===== src/common/xosvm_pkg.sv =====
/*
 * Shared types and constants of the XOSVM memory virtualization unit.
 * Compile this package before any module of the unit.
 * Modules reach its contents through a wildcard import in their header.
 */

package xosvm_pkg;

    ////////////////////
    // Vector types
    ////////////////////

    // Address or data word
    typedef logic [31:0] addr_t;
    // CSR address space
    typedef logic [11:0] csr_addr_t;
    // One enable per byte lane
    typedef logic [3:0]  byte_en_t;

    ////////////////////
    // Enums
    ////////////////////

    // Encoding follows the RISC-V privilege spec
    typedef enum logic [1:0] {
        USER       = 2'b00,
        SUPERVISOR = 2'b01,
        MACHINE    = 2'b11
    } priv_e;

    typedef enum logic [1:0] {
        CSR_WRITE = 2'b00,
        CSR_SET   = 2'b01,
        CSR_CLEAR = 2'b10
    } csr_op_e;

    // Cause held by the fault record
    typedef enum logic [1:0] {
        FAULT_NONE  = 2'b00,
        FAULT_FETCH = 2'b01,
        FAULT_LOAD  = 2'b10,
        FAULT_STORE = 2'b11
    } fault_cause_e;

    ////////////////////
    // Structs
    ////////////////////

    // One virtual region as seen by an MMU
    typedef struct packed {
        addr_t offset;
        addr_t size;
        addr_t mask;
    } region_cfg_t;

    // Data access as issued by the core
    typedef struct packed {
        logic     read_en;
        byte_en_t write_en;
        addr_t    address;
    } mem_req_t;

    // Translated address plus bound check result
    typedef struct packed {
        addr_t address;
        logic  fault;
    } mmu_res_t;

    ////////////////////
    // CSR map
    ////////////////////

    localparam csr_addr_t CSR_MVMCTL = 12'h7C0;
    localparam csr_addr_t CSR_MVMDO  = 12'h7C1;
    localparam csr_addr_t CSR_MVMDS  = 12'h7C2;
    localparam csr_addr_t CSR_MVMDM  = 12'h7C3;
    localparam csr_addr_t CSR_MVMIO  = 12'h7C4;
    localparam csr_addr_t CSR_MVMIS  = 12'h7C5;
    localparam csr_addr_t CSR_MVMIM  = 12'h7C6;

    // Masks open the whole address space out of reset
    localparam addr_t MASK_RESET = 32'hFFFF_FFFF;

endpackage


===== src/logic/mem_access_gate.sv =====
/*
 * Memory access gate behind the two MMUs.
 * Enables the memory operation for unkilled, in-bound accesses and keeps
 * the cause and untranslated address of the last access fault.
 */

module mem_access_gate
    import xosvm_pkg::*;
(
    input  logic         clk,
    input  logic         rst_n_i,

    // Access from the core
    input  mem_req_t     req_i,
    input  logic         killed_i,

    // MMU results
    input  mmu_res_t     fetch_res_i,
    input  addr_t        fetch_addr_i,
    input  mmu_res_t     data_res_i,

    // Memory side
    output logic         mem_op_en_o,
    output byte_en_t     mem_we_o,

    // Fault record
    output fault_cause_e fault_cause_o,
    output addr_t        fault_addr_o
);

    // Read or any byte lane written
    logic req_active;
    // Data fault on a real access
    logic data_fault;
    // Store if any lane is written
    logic is_store;

    fault_cause_e cause_q;
    addr_t        addr_q;

    ////////////////////
    // Enable
    ////////////////////

    assign req_active = req_i.read_en || (req_i.write_en != '0);
    assign is_store   = (req_i.write_en != '0);
    // Idle cycles never count as data faults
    assign data_fault = req_active && data_res_i.fault;

    assign mem_op_en_o = !killed_i && req_active && !data_res_i.fault;
    assign mem_we_o    = req_i.write_en;

    ////////////////////
    // Fault record
    ////////////////////

    always_ff @(posedge clk) begin
        if (!rst_n_i) begin
            cause_q <= FAULT_NONE;
            addr_q  <= '0;
        end
        else if (!killed_i) begin
            // Data side has priority over fetch
            if (data_fault) begin
                cause_q <= is_store ? FAULT_STORE : FAULT_LOAD;
                addr_q  <= req_i.address;
            end
            else if (fetch_res_i.fault) begin
                cause_q <= FAULT_FETCH;
                addr_q  <= fetch_addr_i;
            end
        end
    end

    // Held until the next recorded fault
    assign fault_cause_o = cause_q;
    assign fault_addr_o  = addr_q;

endmodule


===== src/logic/region_mmu.sv =====
/*
 * Base and bound MMU for one virtual region.
 * Masks the address, checks it against the region size and relocates it
 * by the region offset. Purely combinational, used for fetch and data.
 */

module region_mmu
    import xosvm_pkg::*;
(
    // Translation enable
    input  logic        en_i,
    // Region offset, size and mask
    input  region_cfg_t cfg_i,
    // Virtual address
    input  addr_t       addr_i,
    // Physical address and fault flag
    output mmu_res_t    res_o
);

    // Address limited to the region window
    addr_t masked_addr;
    // Address beyond the region size
    logic  out_of_bound;
    // Address moved into physical space
    addr_t reloc_addr;

    ////////////////////
    // Translation
    ////////////////////

    assign masked_addr = addr_i & cfg_i.mask;

    // Size acts as an exclusive upper bound
    assign out_of_bound = (masked_addr >= cfg_i.size);

    // Wraps around on overflow like the core adder
    assign reloc_addr = masked_addr + cfg_i.offset;

    ////////////////////
    // Result
    ////////////////////

    always_comb begin
        if (en_i) begin
            res_o.address = reloc_addr;
            res_o.fault   = out_of_bound;
        end
        else begin
            // Bypass keeps the physical address as is
            res_o.address = addr_i;
            res_o.fault   = 1'b0;
        end
    end

endmodule


===== src/logic/xosvm_unit.sv =====
/*
 * Top level of the XOSVM memory virtualization path.
 * Connects the CSR bank, the fetch and data MMUs and the access gate.
 * XOSVM_EN set to 0 keeps both MMUs in bypass.
 */

module xosvm_unit
    import xosvm_pkg::*;
#(
    parameter bit XOSVM_EN = 1'b1
)
(
    input  logic         clk,
    input  logic         rst_n_i,

    // CSR access
    input  logic         csr_we_i,
    input  csr_op_e      csr_op_i,
    input  csr_addr_t    csr_addr_i,
    input  addr_t        csr_wdata_i,
    input  csr_addr_t    csr_raddr_i,
    output addr_t        csr_rdata_o,

    // Current privilege level
    input  priv_e        priv_i,

    // Instruction fetch
    input  addr_t        fetch_addr_i,
    output addr_t        fetch_addr_o,
    output logic         fetch_fault_o,

    // Data access
    input  mem_req_t     data_req_i,
    input  logic         killed_i,
    output addr_t        mem_addr_o,
    output logic         mem_op_en_o,
    output byte_en_t     mem_we_o,

    // Last access fault
    output fault_cause_e fault_cause_o,
    output addr_t        fault_addr_o
);

    ////////////////////
    // Internal wires
    ////////////////////

    logic        mmu_on;
    region_cfg_t i_cfg;
    region_cfg_t d_cfg;
    mmu_res_t    fetch_res;
    mmu_res_t    data_res;

    ////////////////////
    // CSR bank
    ////////////////////

    xosvm_csr_bank #(
        .XOSVM_EN    (XOSVM_EN)
    ) u_csr_bank (
        .clk         (clk),
        .rst_n_i     (rst_n_i),
        .csr_we_i    (csr_we_i),
        .csr_op_i    (csr_op_i),
        .csr_addr_i  (csr_addr_i),
        .csr_wdata_i (csr_wdata_i),
        .csr_raddr_i (csr_raddr_i),
        .csr_rdata_o (csr_rdata_o),
        .priv_i      (priv_i),
        .mmu_on_o    (mmu_on),
        .i_cfg_o     (i_cfg),
        .d_cfg_o     (d_cfg)
    );

    ////////////////////
    // MMUs
    ////////////////////

    // Instruction side
    region_mmu u_fetch_mmu (
        .en_i   (mmu_on),
        .cfg_i  (i_cfg),
        .addr_i (fetch_addr_i),
        .res_o  (fetch_res)
    );

    // Data side
    region_mmu u_data_mmu (
        .en_i   (mmu_on),
        .cfg_i  (d_cfg),
        .addr_i (data_req_i.address),
        .res_o  (data_res)
    );

    assign fetch_addr_o  = fetch_res.address;
    assign fetch_fault_o = fetch_res.fault;
    assign mem_addr_o    = data_res.address;

    ////////////////////
    // Access gate
    ////////////////////

    mem_access_gate u_gate (
        .clk           (clk),
        .rst_n_i       (rst_n_i),
        .req_i         (data_req_i),
        .killed_i      (killed_i),
        .fetch_res_i   (fetch_res),
        .fetch_addr_i  (fetch_addr_i),
        .data_res_i    (data_res),
        .mem_op_en_o   (mem_op_en_o),
        .mem_we_o      (mem_we_o),
        .fault_cause_o (fault_cause_o),
        .fault_addr_o  (fault_addr_o)
    );

endmodule


===== src/xosvm_csr/xosvm_csr_bank.sv =====
/*
 * Virtualization CSRs of the XOSVM extension.
 * Seven registers at 0x7C0 to 0x7C6 with write, set and clear updates
 * and a combinational read port. Also derives the MMU enable level.
 */

module xosvm_csr_bank
    import xosvm_pkg::*;
#(
    parameter bit XOSVM_EN = 1'b1
)
(
    input  logic        clk,
    input  logic        rst_n_i,

    // Write port
    input  logic        csr_we_i,
    input  csr_op_e     csr_op_i,
    input  csr_addr_t   csr_addr_i,
    input  addr_t       csr_wdata_i,

    // Read port
    input  csr_addr_t   csr_raddr_i,
    output addr_t       csr_rdata_o,

    input  priv_e       priv_i,

    // Region setup towards the MMUs
    output logic        mmu_on_o,
    output region_cfg_t i_cfg_o,
    output region_cfg_t d_cfg_o
);

    ////////////////////
    // Registers
    ////////////////////

    addr_t mvmctl;
    // Data region
    addr_t mvmdo;
    addr_t mvmds;
    addr_t mvmdm;
    // Instruction region
    addr_t mvmio;
    addr_t mvmis;
    addr_t mvmim;

    // New value of a CSR under the requested operation
    function automatic addr_t apply_op(csr_op_e op, addr_t cur, addr_t wdata);
        addr_t result;
        case (op)
            CSR_WRITE: result = wdata;
            CSR_SET:   result = cur | wdata;
            CSR_CLEAR: result = cur & ~wdata;
            // Reserved encoding keeps the old value
            default:   result = cur;
        endcase
        return result;
    endfunction

    ////////////////////
    // Update
    ////////////////////

    always_ff @(posedge clk) begin
        if (!rst_n_i) begin
            mvmctl <= '0;
            mvmdo  <= '0;
            mvmds  <= '0;
            mvmdm  <= MASK_RESET;
            mvmio  <= '0;
            mvmis  <= '0;
            mvmim  <= MASK_RESET;
        end
        else if (csr_we_i) begin
            // Only the addressed CSR changes
            case (csr_addr_i)
                CSR_MVMCTL: mvmctl <= apply_op(csr_op_i, mvmctl, csr_wdata_i);
                CSR_MVMDO:  mvmdo  <= apply_op(csr_op_i, mvmdo,  csr_wdata_i);
                CSR_MVMDS:  mvmds  <= apply_op(csr_op_i, mvmds,  csr_wdata_i);
                CSR_MVMDM:  mvmdm  <= apply_op(csr_op_i, mvmdm,  csr_wdata_i);
                CSR_MVMIO:  mvmio  <= apply_op(csr_op_i, mvmio,  csr_wdata_i);
                CSR_MVMIS:  mvmis  <= apply_op(csr_op_i, mvmis,  csr_wdata_i);
                CSR_MVMIM:  mvmim  <= apply_op(csr_op_i, mvmim,  csr_wdata_i);
                // Addresses outside the map are dropped
                default: begin
                end
            endcase
        end
    end

    ////////////////////
    // Read
    ////////////////////

    always_comb begin
        case (csr_raddr_i)
            CSR_MVMCTL: csr_rdata_o = mvmctl;
            CSR_MVMDO:  csr_rdata_o = mvmdo;
            CSR_MVMDS:  csr_rdata_o = mvmds;
            CSR_MVMDM:  csr_rdata_o = mvmdm;
            CSR_MVMIO:  csr_rdata_o = mvmio;
            CSR_MVMIS:  csr_rdata_o = mvmis;
            CSR_MVMIM:  csr_rdata_o = mvmim;
            // Unmapped reads return zero
            default:    csr_rdata_o = '0;
        endcase
    end

    ////////////////////
    // MMU control
    ////////////////////

    // Machine mode always sees physical addresses
    assign mmu_on_o = XOSVM_EN && mvmctl[0] && (priv_i != MACHINE);

    // Instruction side
    assign i_cfg_o.offset = mvmio;
    assign i_cfg_o.size   = mvmis;
    assign i_cfg_o.mask   = mvmim;

    // Data side
    assign d_cfg_o.offset = mvmdo;
    assign d_cfg_o.size   = mvmds;
    assign d_cfg_o.mask   = mvmdm;

endmodule


===== config.mk =====
export PLATFORM = sky130hd
export DESIGN_NAME = xosvm_unit
export DESIGN_NICKNAME = d
export VERILOG_FILES = /design/src/common/xosvm_pkg.sv /design/src/logic/mem_access_gate.sv /design/src/logic/region_mmu.sv /design/src/logic/xosvm_unit.sv /design/src/xosvm_csr/xosvm_csr_bank.sv
export SDC_FILE = /design/constraint.sdc
export NUM_CORES = 1
export LEC_CHECK = 0
export ABC_AREA = 0
export BUFFER_PORTS_ARGS = -buffer_cell sky130_fd_sc_hd__buf_2
export CAP_MARGIN = 20
export CORE_ASPECT_RATIO = 1.75
export CORE_MARGIN = 5
export CORE_UTILIZATION = 25
export CTS_CLUSTER_SIZE = 10
export DETAILED_ROUTE_END_ITERATION = 16
export PLACE_DENSITY = 0.49
export SETUP_SLACK_MARGIN = 0.15
export SYNTH_ARGS = -nofsm -noshare
export SYNTH_HDL_FRONTEND = slang
export SYNTH_SLANG_ARGS = --single-unit

===== constraint.sdc =====
create_clock -name clk -period 3.3 [get_ports clk]
set_clock_uncertainty 0.1 [all_clocks]
set_input_delay 0.33 -clock clk [delete_from_list [all_inputs] [get_ports clk]]
set_output_delay 0.33 -clock clk [all_outputs]
set_load 0.005 [all_outputs]

Word level (Yosys, flattened, before mapping)

Index checks and enable logic that the tools add are counted.

Add/sub/neg operators: 2
Multiply operators: 0
Divide/modulo/power cells: 0
Magnitude comparators: 2
Equal/unequal tests: 17
Shift operators: 0
Multiplexer cells: 15
Bitwise logic cells: 18
Reduce and logical (&&, ||, !) cells: 19

Operators with widths:

| operator             | count |
|---|---|
| $pmux 32 s3          | 7 |
| $and 32x32->32       | 9 |
| $or 32x32->32        | 7 |
| $pmux 32 s7          | 1 |
| $eq 12x11->1 const B | 14 |
| $mux 33              | 2 |
| $add 32x32->32       | 2 |
| $ge 32x32->1         | 2 |
| $mux 32              | 2 |
| $not 32->32          | 1 |
| $reduce_and 3->1     | 7 |
| $logic_and 1x1->1    | 4 |
| $mux 2               | 2 |
| $reduce_bool 4->1    | 1 |
| $reduce_bool 3->1    | 1 |
| $eq 2x1->1 const B   | 1 |
| $eq 2x2->1 const B   | 1 |
| $logic_not 1->1      | 2 |
| $logic_not 2->1      | 1 |
| $ne 2x2->1 const B   | 1 |
| $reduce_and 2->1     | 1 |
| $reduce_bool 2->1    | 1 |
| $logic_or 1x1->1     | 1 |
| $mux 1               | 1 |
| $not 1->1            | 1 |

Register bits: 258
Bits in latches: 0
Bits in writable memories: 0
Memory bits (read-only): 0
Input port bits: 133
Output and inout bits: 136
Word-level logic and storage cells: 82
Memories: 0

Longest topological paths before layout

Gate-level depths: netlist (run 1).

Depth after elaboration: 6
Gate-level depth with buffers: 13
Depth with buffers taken out: 13

Cells and area by module

From an unflattened synthesis (run 1), not the netlist that was laid out.

Cell total of the unflattened synthesis: 2678
Area total of the unflattened synthesis: 20374.5 um^2

Modules (own cells, without submodules):

| module          | instances | cells an instance | area each (um^2) | seq. area each (um^2) |
|---|---|---|---|---|
| xosvm_csr_bank  | 1         | 1421              | 11344.6          | 4484.3 |
| region_mmu      | 2         | 485               | 3360.7           | 0.0 |
| mem_access_gate | 1         | 287               | 2308.5           | 680.7 |

Worst setup path after synthesis (run 1)

OpenSTA, ideal clock, no wires.

Path type: input to output
Start point: in fetch_addr_i[2]
End point: out fetch_addr_o[31]
Data arrival time: 2.994 ns
Data required time: 2.870 ns
Slack: -0.124 ns
Cell stages on the path: 11
Path buffers: 0
Cell sequence: and2_1 > ha_1 > o21ai_2 > o211ai_2 > a41oi_2 > or4b_4 > a31oi_4 > o2111ai_2 > a31o_1 > mux2_4 > a221o_1

Longest elaborated chain between the ends: 3

RTL lines:

| element            | RTL line         | text |
|---|---|---|
| start: declaration | xosvm_unit.sv:28 | `input addr_t fetch_addr_i,` |
| $and 32x32->32     | region_mmu.sv:31 | `assign masked_addr = addr_i & cfg_i.mask;` |
| $add 32x32->32     | region_mmu.sv:37 | `assign reloc_addr = masked_addr + cfg_i.offset;` |
| $mux 33            | region_mmu.sv:44 | `if (en_i) begin` |
| end: declaration   | xosvm_unit.sv:29 | `output addr_t fetch_addr_o,` |

Every way passes these cells.

Worst setup path after layout (run 1)

Start point: reg u_csr_bank.mvmim[1]
End point: out fetch_addr_o[31]

Longest elaborated chain between the ends: 3

RTL lines:

| element                  | RTL line             | text |
|---|---|---|
| start: declaration       | xosvm_csr_bank.sv:46 | `addr_t mvmim;` |
| start signal: assignment | xosvm_csr_bank.sv:84 | `CSR_MVMIM: mvmim <= apply_op(csr_op_i, mvmim, csr_wdata_i);` |
| $and 32x32->32           | region_mmu.sv:31     |  |
| $add 32x32->32           | region_mmu.sv:37     |  |
| $mux 33                  | region_mmu.sv:44     |  |

Every way passes these cells.

==> results of run 1 <==
[power groups by stage]
stage          clock [mW]  sequential [mW]  combinational (mW)
4_1_cts              3.32             3.11                1.30
3_5_place_dp            0             3.18                1.18
3_3_place_gp            0             3.18                1.18
2_1_floorplan           0             3.18               0.592
5_1_grt              3.43             3.11                1.44
6_report             3.29             3.11                1.34
[timing repair]
action | in CTS | in global routing
gates resized for setup | 258 | 90
cloned | 9 | 1
endpoints found under the setup margin | 99 | 88
endpoints found under the hold margin | 110 | 0
pin swaps | 126 | 82
hold buffers | 34 | 0
setup buffers | 38 | 18
[sequential cells by signal, indices dropped and copies added (netlist names)]
register and count:
u_csr_bank.mvmctl 32, u_csr_bank.mvmdm 32, u_csr_bank.mvmdo 32, u_csr_bank.mvmds 32, u_csr_bank.mvmim 32, u_csr_bank.mvmio 32
u_csr_bank.mvmis 32, u_gate.fault_addr_o 32, u_gate.fault_cause_o 2
[area by class of cell]
cell class / count / area (um2)
Fill cell: 7360 / 43900
Multi-Input combinational cell: 1838 / 12800
Timing Repair Buffer: 797 / 6160
Sequential cell: 258 / 5170
Tap cell: 917 / 1150
Clock buffer: 41 / 833
Inverter: 124 / 465
Clock inverter: 3 / 40.0
Antenna cell: 2 / 5.00
[cells in the final DEF, fill, tap and decap left out, types with 9 or more instances in the layout]
cell type and n:
and4b_1 32, clkbuf_16 32, nand2_1 173, buf_12 23, nand2b_1 9, nand2_2 9, nor2_1 254, nor3_1 14
o21ai_2 18, dlygate4sd3_1 34, dfxtp_1 252, xor2_1 14, o21a_1 12, and2_1 53, o21ai_0 217, a22oi_1 47
buf_16 10, nand4_1 14, a21oi_1 248, a211oi_2 30, nand3_1 94, mux2i_1 44, a21o_1 81, and2_4 9
o211ai_1 13, buf_6 62, nor2_2 12, nor2b_1 9, ha_4 16, buf_4 403, buf_2 263, a21oi_2 15
a222oi_1 25, inv_1 122, o21ai_1 57, ha_1 109
[worst paths after layout]
kind / start / end / slack [ns] / depth (start not counted)
setup / recovery: u_csr_bank.mvmim[1] / fetch_addr_o[31] / -1.01 / 13
hold / removal: data_req_i[11] / u_gate.fault_addr_o[11] / 0.04 / 3
setup reg to reg: u_csr_bank.mvmdm[0] / u_gate.fault_addr_o[18] / -0.84 / 23
hold reg to reg: u_csr_bank.mvmctl[31] / u_csr_bank.mvmctl[31] / 0.37 / 2
[per-layer routing]
layer	wire, um	up-vias	track usage (%)
li1	-	9916	-
met1	36500	9933	27.4
met2	48000	856	42.4
met3	5570	241	3.16
met4	5490	4	11.4
met5	22	-	0
[logic make-up (layout without fill, tap and decap cells)]
group | count (synthesis) | in the layout | synth area share [%]
buffers and inverters | 303 | 965 | 6.63
muxes | 56 | 56 | 3.25
AOI/OAI and AO/OA | 868 | 868 | 29.8
xor gates and xnor gates | 38 | 38 | 1.88
adders and majority gates | 131 | 131 | 9.31
DFF | 258 | 258 | 29.2
other | 0 | 2 | 0
and+or+nand+nor | 745 | 745 | 20.0
[worst max-delay path, cell delays in order (launching register included)]
cell and delay [ns]:
dfxtp_2 0.32, and2_4 0.15, ha_4 0.27, a211oi_4 0.08, o211ai_4 0.22, a41oi_2 0.17
buf_12 0.17, or4b_4 0.52, a31oi_4 0.31, o2111ai_2 0.15, a31o_1 0.24, mux2_4 0.30
a221o_1 0.25, buf_2 0.13
[through the flow]
| step | power, mW | TNS, ns | std cells |
|---|---|---|---|
| 3_3_place_gp | 4.36 | -28.58 | 3834 |
| 3_5_place_dp | 4.36 | -32.01 | 3834 |
| 2_1_floorplan | 3.78 | 0 | 2399 |
| 4_1_cts | 7.73 | -55.83 | 3959 |
| 5_1_grt | 7.98 | -63.51 | 3979 |
| 6_report | 7.74 | -54.10 | 3980 |
==> impl_metrics.json, run 1 <==
{
  "core_area_um2": 70500,
  "ys_async_sr_fraction_pct": 0,
  "maxSlewHeadroom_pct": 50.6,
  "p_switching_mw": 2.25,
  "postPlaceCellArea_um2": 23100,
  "clockPowerShare_pct": 42.5,
  "cts_tree": "built",
  "synth_cell_types": 78,
  "fin_nets": 3312,
  "area_delta_synth_final_pct": 50.5,
  "synth_top_area_share_pct": 29.2,
  "dr.pass1.iters": 5,
  "synth_commonest_cells": "269 x nor2_1, 265 x a21oi_1, 258 x dfxtp_1",
  "ys.flop_type": "dfxtp_1",
  "hp-class": "input pin to flip-flop",
  "die_area_um2": 76500,
  "netlist_top_cells_area": "dfxtp_1 29%, ha_1 9.0%, a21oi_1 7.5%",
  "whs_ns": 0.0405,
  "rows": 129,
  "post-route-period-util_pct": 131,
  "drive_gt1_share_pct": 33.8,
  "slew_violations": 0,
  "yosysMostFrequentCell": "nor2_1",
  "avgSynthCellArea_um2": 7.38,
  "cts-htree-levels": 1,
  "start_util_pct": 25.1,
  "grt.total_usage_pct": 23.6,
  "yosys.area.top_type": "dfxtp_1",
  "synth_cells": 2399,
  "wirelength_um": 95700,
  "cts.sinks": 258,
  "grt_pass1_wl_um": 137000,
  "synth-edff-count": 0,
  "place_ws_ns": -0.675,
  "num_vias": 21000,
  "antenna_left": 0,
  "powerDensity_nw_per_um2": 290,
  "status": "finished with violations",
  "worst_slew_pin_slew_ns": 0.741,
  "clkTransAtPathRegs_ns": 0.06,
  "power.share.switching_pct": 29.1,
  "vias_per_cell": 5.26,
  "path_class": "flip-flop to primary output",
  "rsz0062_at_grt": "true",
  "grt-ovfl-total": 0,
  "clock.fmax_mhz": 232,
  "cts_buffer_depth": 3,
  "path_max_fanout": 3,
  "synth_area_um2": 17700,
  "failed_checks": "setup timing",
  "fin_area_um2": 26700,
  "ioPinCount": 269,
  "fin_ws_ns": -1.01,
  "dieHeight_um": 362,
  "antenna_found_initial": 7,
  "power_leakage_nw": 11.8,
  "die_w_um": 211,
  "cts-root-buf": "clkbuf_16",
  "dr.first_iter.drc_count": 1790,
  "final_core_util_pct": 37.8,
  "ys_ff_latch": 258,
  "yosys_warnings": 0,
  "power_frac_comb_pct": 17.3,
  "hpwl_um": 70300,
  "maxCapViolCount": 0,
  "cp.required_ns": 2.87,
  "routedWlPerCell_um": 24.0,
  "io_buffers": 268,
  "cp-end-kind": "primary output",
  "yosysSeqAreaShare_pct": 29.2,
  "setup_viol": 84,
  "gp_congestion": 0.905,
  "syn_nets": 2661,
  "grt_max_degree": 85,
  "crit_arrival_ns": 3.88,
  "grt_pass1_vias": 20900,
  "drc": 0,
  "critical_path.startpoint_type": "flip-flop",
  "finalHoldViolations": 0,
  "p_int_mw": 5.49,
  "period_minus_slack_ns": 4.31,
  "seqPwrFrac_pct": 40.2,
  "clock_latency_ns": 0.61,
  "cts_inserted_buffers": 31,
  "ir_worst_vdd_mv": 0.306
}
Note: power is estimated with default switching activity, not from simulation.
==> run 2: changes to the inputs <==
- ABC_AREA: 0 -> not set
- SKIP_CTS_REPAIR_TIMING: not set -> 1
==> impl_metrics.json, run 2 (synthesis results as in run 1) <==
{
  "status": "finished with violations",
  "failed_checks": "hold timing, setup timing",
  "crit_arrival_ns": 3.97,
  "clock_latency_ns": 0.60,
  "antenna_found_initial": 9,
  "hp-class": "input pin to flip-flop",
  "dr.first_iter.drc_count": 1871,
  "p_int_mw": 5.46,
  "cts-root-buf": "clkbuf_16",
  "tns_ns": -31.94,
  "dieHeight_um": 362,
  "whs_ns": -0.0213,
  "maxSlewHeadroom_pct": 48.4,
  "path_delay_family": "compound AO/OA/AOI/OAI gates",
  "fin_ws_ns": -1.10,
  "slew_violations": 0,
  "ioPinCount": 269,
  "vias_per_cell": 5.27,
  "grt-ovfl-total": 0,
  "grt_max_degree": 85,
  "cts-htree-levels": 1,
  "core_area_um2": 70500,
  "cp-end-kind": "primary output",
  "cts_inserted_buffers": 31,
  "worst_slew_pin_slew_ns": 0.775,
  "grt_use_met2_pct": 40.6,
  "die_area_um2": 76500,
  "post-route-period-util_pct": 133,
  "fill_cells": 7467,
  "cpMaxStageDelayCell": "or4b_4",
  "start_util_pct": 25.1,
  "rsz0062_at_grt": "true",
  "cts_buffer_depth": 3,
  "wirelength_um": 93700,
  "dr.pass1.iters": 7,
  "grt.total_usage_pct": 22.9,
  "power.share.switching_pct": 28.9,
  "routedWlPerCell_um": 23.9,
  "grt_pass1_vias": 20000,
  "p_switching_mw": 2.22,
  "critical_path.startpoint_type": "flip-flop",
  "clkTransAtPathRegs_ns": 0.06,
  "final_cell_mix": "407 x buf_4, 266 x buf_2, 254 x nor2_1, 248 x a21oi_1, 247 x dfxtp_1",
  "use_met3_pct": 3.41,
  "setup_viol": 86,
  "power_frac_comb_pct": 16.7,
  "io_buffers": 268,
  "cts_tree": "built",
  "worst-path-buf-inv": 2,
  "maxCapViolCount": 0,
  "seqPwrFrac_pct": 40.6,
  "crit_chain": "and2_4 > ha_4 > a211oi_4 > o211ai_2 > a41oi_2 > buf_12 > or4b_4 > a31oi_4 > o2111ai_2 > a31o_1 > mux2_4 > a221o_1 > buf_2",
  "path_class": "flip-flop to primary output",
  "finalHoldViolations": 11,
  "mostFrequentLayoutCell": "buf_4",
  "num_vias": 20700,
  "p_total_mw": 7.68,
  "crit_path_max_incr_delay_ns": 0.52,
  "antenna_left": 0,
  "die_w_um": 211,
  "drive_gt1_share_pct": 32.5,
  "gp_congestion": 0.905,
  "power_leakage_nw": 11.3,
  "path_max_fanout": 4,
  "fin_nets": 3249,
  "clockPowerShare_pct": 42.7,
  "postPlaceCellArea_um2": 23100,
  "grt_busiest_layer": "met2",
  "grt_pass1_wl_um": 132000,
  "hpwl_um": 70300,
  "drc": 0,
  "cts.sinks": 258,
  "grt_util_met1_pct": 26.4,
  "clock.fmax_mhz": 227,
  "rows": 129,
  "cp.required_ns": 2.87,
  "ir_worst_vdd_mv": 0.305,
  "fin_area_um2": 25500,
  "period_minus_slack_ns": 4.40,
  "powerDensity_nw_per_um2": 301,
  "area_delta_synth_final_pct": 44.2
}
[run 2: cell types whose count changed in the layout (fill, tap and decap cells not counted), moves of 6 or more]
cell	previous run	this run
ha_4	16	25
ha_1	109	101
buf_12	23	17
a211oi_1	8	29
buf_16	10	0
and2_1	53	47
dlygate4sd3_1	34	12
a211oi_2	30	11
and2_4	9	15
buf_6	62	30
[run 2: per-layer routing]
metal  vias up  wire length (um)  part of all wire, %
li1       9786                 -                    -
met1      9714             35600                   38
met2       892             46500                   50
met3       251              5790                  6.2
met4         8              5770                  6.2
met5         -                45                0.048
[run 2: worst paths after layout]
path                            from                 endpoint  slack (ns)  depth (start not counted)
max              u_csr_bank.mvmim[1]         fetch_addr_o[31]       -1.10                         13
min                   csr_wdata_i[6]      u_csr_bank.mvmdm[6]       -0.02                          3
max reg2reg      u_csr_bank.mvmdm[0]  u_gate.fault_addr_o[25]       -0.12                         16
min reg2reg  u_gate.fault_cause_o[1]  u_gate.fault_cause_o[1]        0.36                          2
[run 2: cell type report]
class / instances / area [um2] / area share (%)
Tap cell: 917 / 1150 / 4.49
Clock buffer: 41 / 833 / 3.26
Timing Repair Buffer: 734 / 5240 / 20.5
Antenna cell: 3 / 7.51 / 0.0294
Clock inverter: 3 / 40.0 / 0.157
Sequential cell: 258 / 5180 / 20.3
Inverter: 124 / 465 / 1.82
Multi-Input combinational cell: 1838 / 12600 / 49.5
[run 2: stage by stage]
step	worst slack, ns	instances	utilization [%]	hold WS, ns
floorplan	0.0385	2399	-	0.336
global placement	-0.660	3834	32.7	0.349
detailed placement	-0.675	3834	32.7	0.354
CTS	-1.16	3878	34.0	-0.0384
global route	-1.17	3916	36.2	0.000805
finish	-1.10	3918	36.2	-0.0213
[run 2: power by group through the flow]
stage               clock, mW  combinational, mW  sequential, mW
floorplan                   0              0.592            3.18
global placement            0               1.18            3.18
detailed placement          0               1.18            3.18
CTS                      3.32               1.18            3.11
global route             3.43               1.39            3.11
finish                   3.28               1.28            3.11
[run 2: worst min-delay path, stage by stage]
cell	delay, ns
buf_2	0.16
nand2_1	0.07
nand3_1	0.07
==> run 3: changes to the inputs <==
- CTS_BUF_LIST: not set -> sky130_fd_sc_hd__clkbuf_8 sky130_fd_sc_hd__clkbuf_16
- PLACE_DENSITY: 0.49 -> 0.48
- SYNTH_HIERARCHICAL: not set -> 1
==> impl_metrics.json, run 3 <==
{
  "rsz0062_at_grt": "true",
  "syn_nets": 2908,
  "failed_checks": "hold timing, setup timing",
  "clkTransAtPathRegs_ns": 0.06,
  "dr.pass1.iters": 8,
  "multiInputGateArea_um2": 15300,
  "p_int_mw": 5.42,
  "ys_async_sr_fraction_pct": 0,
  "area_delta_synth_final_pct": 39.2,
  "status": "finished with violations",
  "post-route-period-util_pct": 120,
  "fin_cells": 4236,
  "grt_pass1_vias": 21900,
  "p_total_mw": 7.81,
  "place_ws_ns": -0.760,
  "wirelength_um": 103000,
  "whs_ns": -0.00166,
  "antenna_left": 0,
  "ys.flop_type": "dfxtp_1",
  "maxSlewHeadroom_pct": 24.8,
  "cp.required_ns": 2.87,
  "final_core_util_pct": 35.0,
  "seqPwrFrac_pct": 39.9,
  "path_max_fanout": 3,
  "yosysMostFrequentCell": "a21oi_1",
  "die_w_um": 226,
  "synth_commonest_cells": "341 x a21oi_1, 258 x dfxtp_1, 218 x nor2_1",
  "finalHoldViolations": 1,
  "power.share.switching_pct": 30.6,
  "grt.total_usage_pct": 21.7,
  "fin_nets": 3405,
  "clock.fmax_mhz": 253,
  "power_frac_comb_pct": 20.4,
  "cts_tree": "built",
  "synth-edff-count": 0,
  "dr.first_iter.drc_count": 1939,
  "rows": 138,
  "hpwl_um": 75000,
  "critical_path.startpoint_type": "flip-flop",
  "cp-end-kind": "primary output",
  "netlist_top_cells_area": "dfxtp_1 25%, a21oi_1 8.4%, ha_1 5.8%",
  "grt_pass1_wl_um": 145000,
  "powerDensity_nw_per_um2": 275,
  "cts_inserted_buffers": 30,
  "gp_congestion": 0.955,
  "yosys_warnings": 6,
  "dp_cells": 4151,
  "ys_ff_latch": 258,
  "num_vias": 23200,
  "period_minus_slack_ns": 3.95,
  "final_cell_mix": "388 x buf_4, 313 x a21oi_1, 241 x buf_2, 237 x dfxtp_1, 213 x nor2_1",
  "routedWlPerCell_um": 24.4,
  "drc": 0,
  "fin_ws_ns": -0.651,
  "synth_area_um2": 20400,
  "cts_buffer_depth": 3,
  "cpMaxStageDelayCell": "fa_2",
  "worst-path-buf-inv": 5,
  "crit_path_max_incr_delay_ns": 0.38,
  "vias_per_cell": 5.48,
  "path_delay_family": "compound AO/OA/AOI/OAI gates",
  "synth_cell_types": 83,
  "slew_violations": 0,
  "antenna_found_initial": 23,
  "maxCapViolCount": 0,
  "path_class": "flip-flop to primary output",
  "synth_cells": 2678,
  "io_buffers": 268,
  "clockPowerShare_pct": 39.7,
  "crit_arrival_ns": 3.52,
  "die_area_um2": 87500,
  "p_switching_mw": 2.39,
  "ir_worst_vdd_mv": 0.400,
  "cts.sinks": 258,
  "seq_area_um2": 5200,
  "setup_viol": 81,
  "cts-root-buf": "clkbuf_16",
  "synth_top_area_share_pct": 25.4,
  "avgSynthCellArea_um2": 7.61,
  "worst_slew_pin_slew_ns": 1.12,
  "dieHeight_um": 388,
  "fill_cells": 8589,
  "grt-ovfl-total": 0,
  "yosys.area.top_type": "dfxtp_1",
  "clock_latency_ns": 0.60,
  "cts-htree-levels": 1,
  "power_leakage_nw": 11.3,
  "mostFrequentLayoutCell": "buf_4",
  "crit_chain": "nand2_2 > inv_2 > ha_4 > inv_2 > fa_2 > o211ai_1 > o2111a_1 > buf_4 > a21o_1 > a31o_4 > a31oi_4 > o31ai_2 > buf_4 > xor2_1 > mux2_4 > buf_6",
  "drive_gt1_share_pct": 33.3,
  "start_util_pct": 25.2,
  "ioPinCount": 269,
  "hp-class": "input pin to flip-flop",
  "grt_max_degree": 142,
  "core_area_um2": 81000,
  "yosysSeqAreaShare_pct": 25.4
}
## run 3: worst register-to-register path, stage by stage (launching register included)
cell       delay [ns]
dfxtp_2          0.32
and2_4           0.18
buf_6            0.12
ha_4             0.14
maj3_2           0.28
a221o_1          0.45
a2111oi_4        0.43
a21oi_1          0.12
o211ai_1         0.26
a21oi_4          0.15
buf_6            0.17
or2_4            0.23
o221ai_4         0.16
buf_12           0.17
buf_12           0.14
buf_6            0.11
a2111oi_4        0.05
## run 3: worst paths after layout
| path | from | to | slack, ns | depth (start not counted) |
|---|---|---|---|---|
| min reg2reg | u_csr_bank/mvmctl[20] | u_csr_bank/mvmctl[20] | 0.37 | 2 |
| max | u_csr_bank/mvmim[0] | fetch_addr_o[20] | -0.65 | 16 |
| min | csr_wdata_i[4] | u_csr_bank/mvmio[4] | -0.002 | 3 |
| max reg2reg | u_csr_bank/mvmim[9] | u_gate/fault_addr_o[4] | -0.41 | 16 |
## run 3: final cells by class
cell class                      count  share of cell area (%)
Multi-Input combinational cell   2068                    54.1
Timing Repair Buffer              710                    18.6
Sequential cell                   258                    18.3
Tap cell                         1050                    4.63
Clock buffer                       32                    2.78
Inverter                          107                    1.43
Clock inverter                      4                  0.0662
Antenna cell                        7                  0.0618
## run 3: cell families (layout without fill, tap and decap cells)
| family | count (synthesis) | in the layout | synth area share (%) |
|---|---|---|---|
| AO/OA/AOI/OAI | 1000 | 1000 | 30.7 |
| AND/OR/NAND/NOR | 777 | 777 | 20.4 |
| buffers and inverters | 352 | 853 | 7.55 |
| flip-flops | 258 | 258 | 25.4 |
| adder cells (fa/ha/maj) | 121 | 121 | 7.23 |
| multiplexers | 96 | 96 | 5.59 |
| XOR/XNOR | 74 | 74 | 3.18 |
| other | 0 | 7 | 0 |
## run 3: routing by layer
| layer | GRT usage, % | vias to the layer above | part of all wire, % |
|---|---|---|---|
| li1 | - | 10800 | - |
| met1 | 25.9 | 11200 | 39 |
| met2 | 38.1 | 975 | 49 |
| met3 | 3.97 | 239 | 6.8 |
| met4 | 8.97 | 22 | 5.0 |
| met5 | 0 | - | 0.14 |
## run 3: power groups by stage
stage | Combinational [mW] | Clock (mW) | Sequential, mW
after floorplan | 0.811 | 0 | 3.18
after global placement | 1.47 | 0 | 3.18
after detailed placement | 1.47 | 0 | 3.18
after CTS | 1.48 | 3.18 | 3.11
after global routing | 1.70 | 3.27 | 3.11
final | 1.59 | 3.10 | 3.11
## run 3: stage by stage
| stage | TNS (ns) | instance area, um2 |
|---|---|---|
| 3_5_place_dp | -36.34 | 25300 |
| 2_1_floorplan | 0 | 20500 |
| 6_report | -30.94 | 28400 |
| 5_1_grt | -35.43 | 28300 |
| 3_3_place_gp | -34.53 | 25300 |
| 4_1_cts | -54.71 | 26100 |
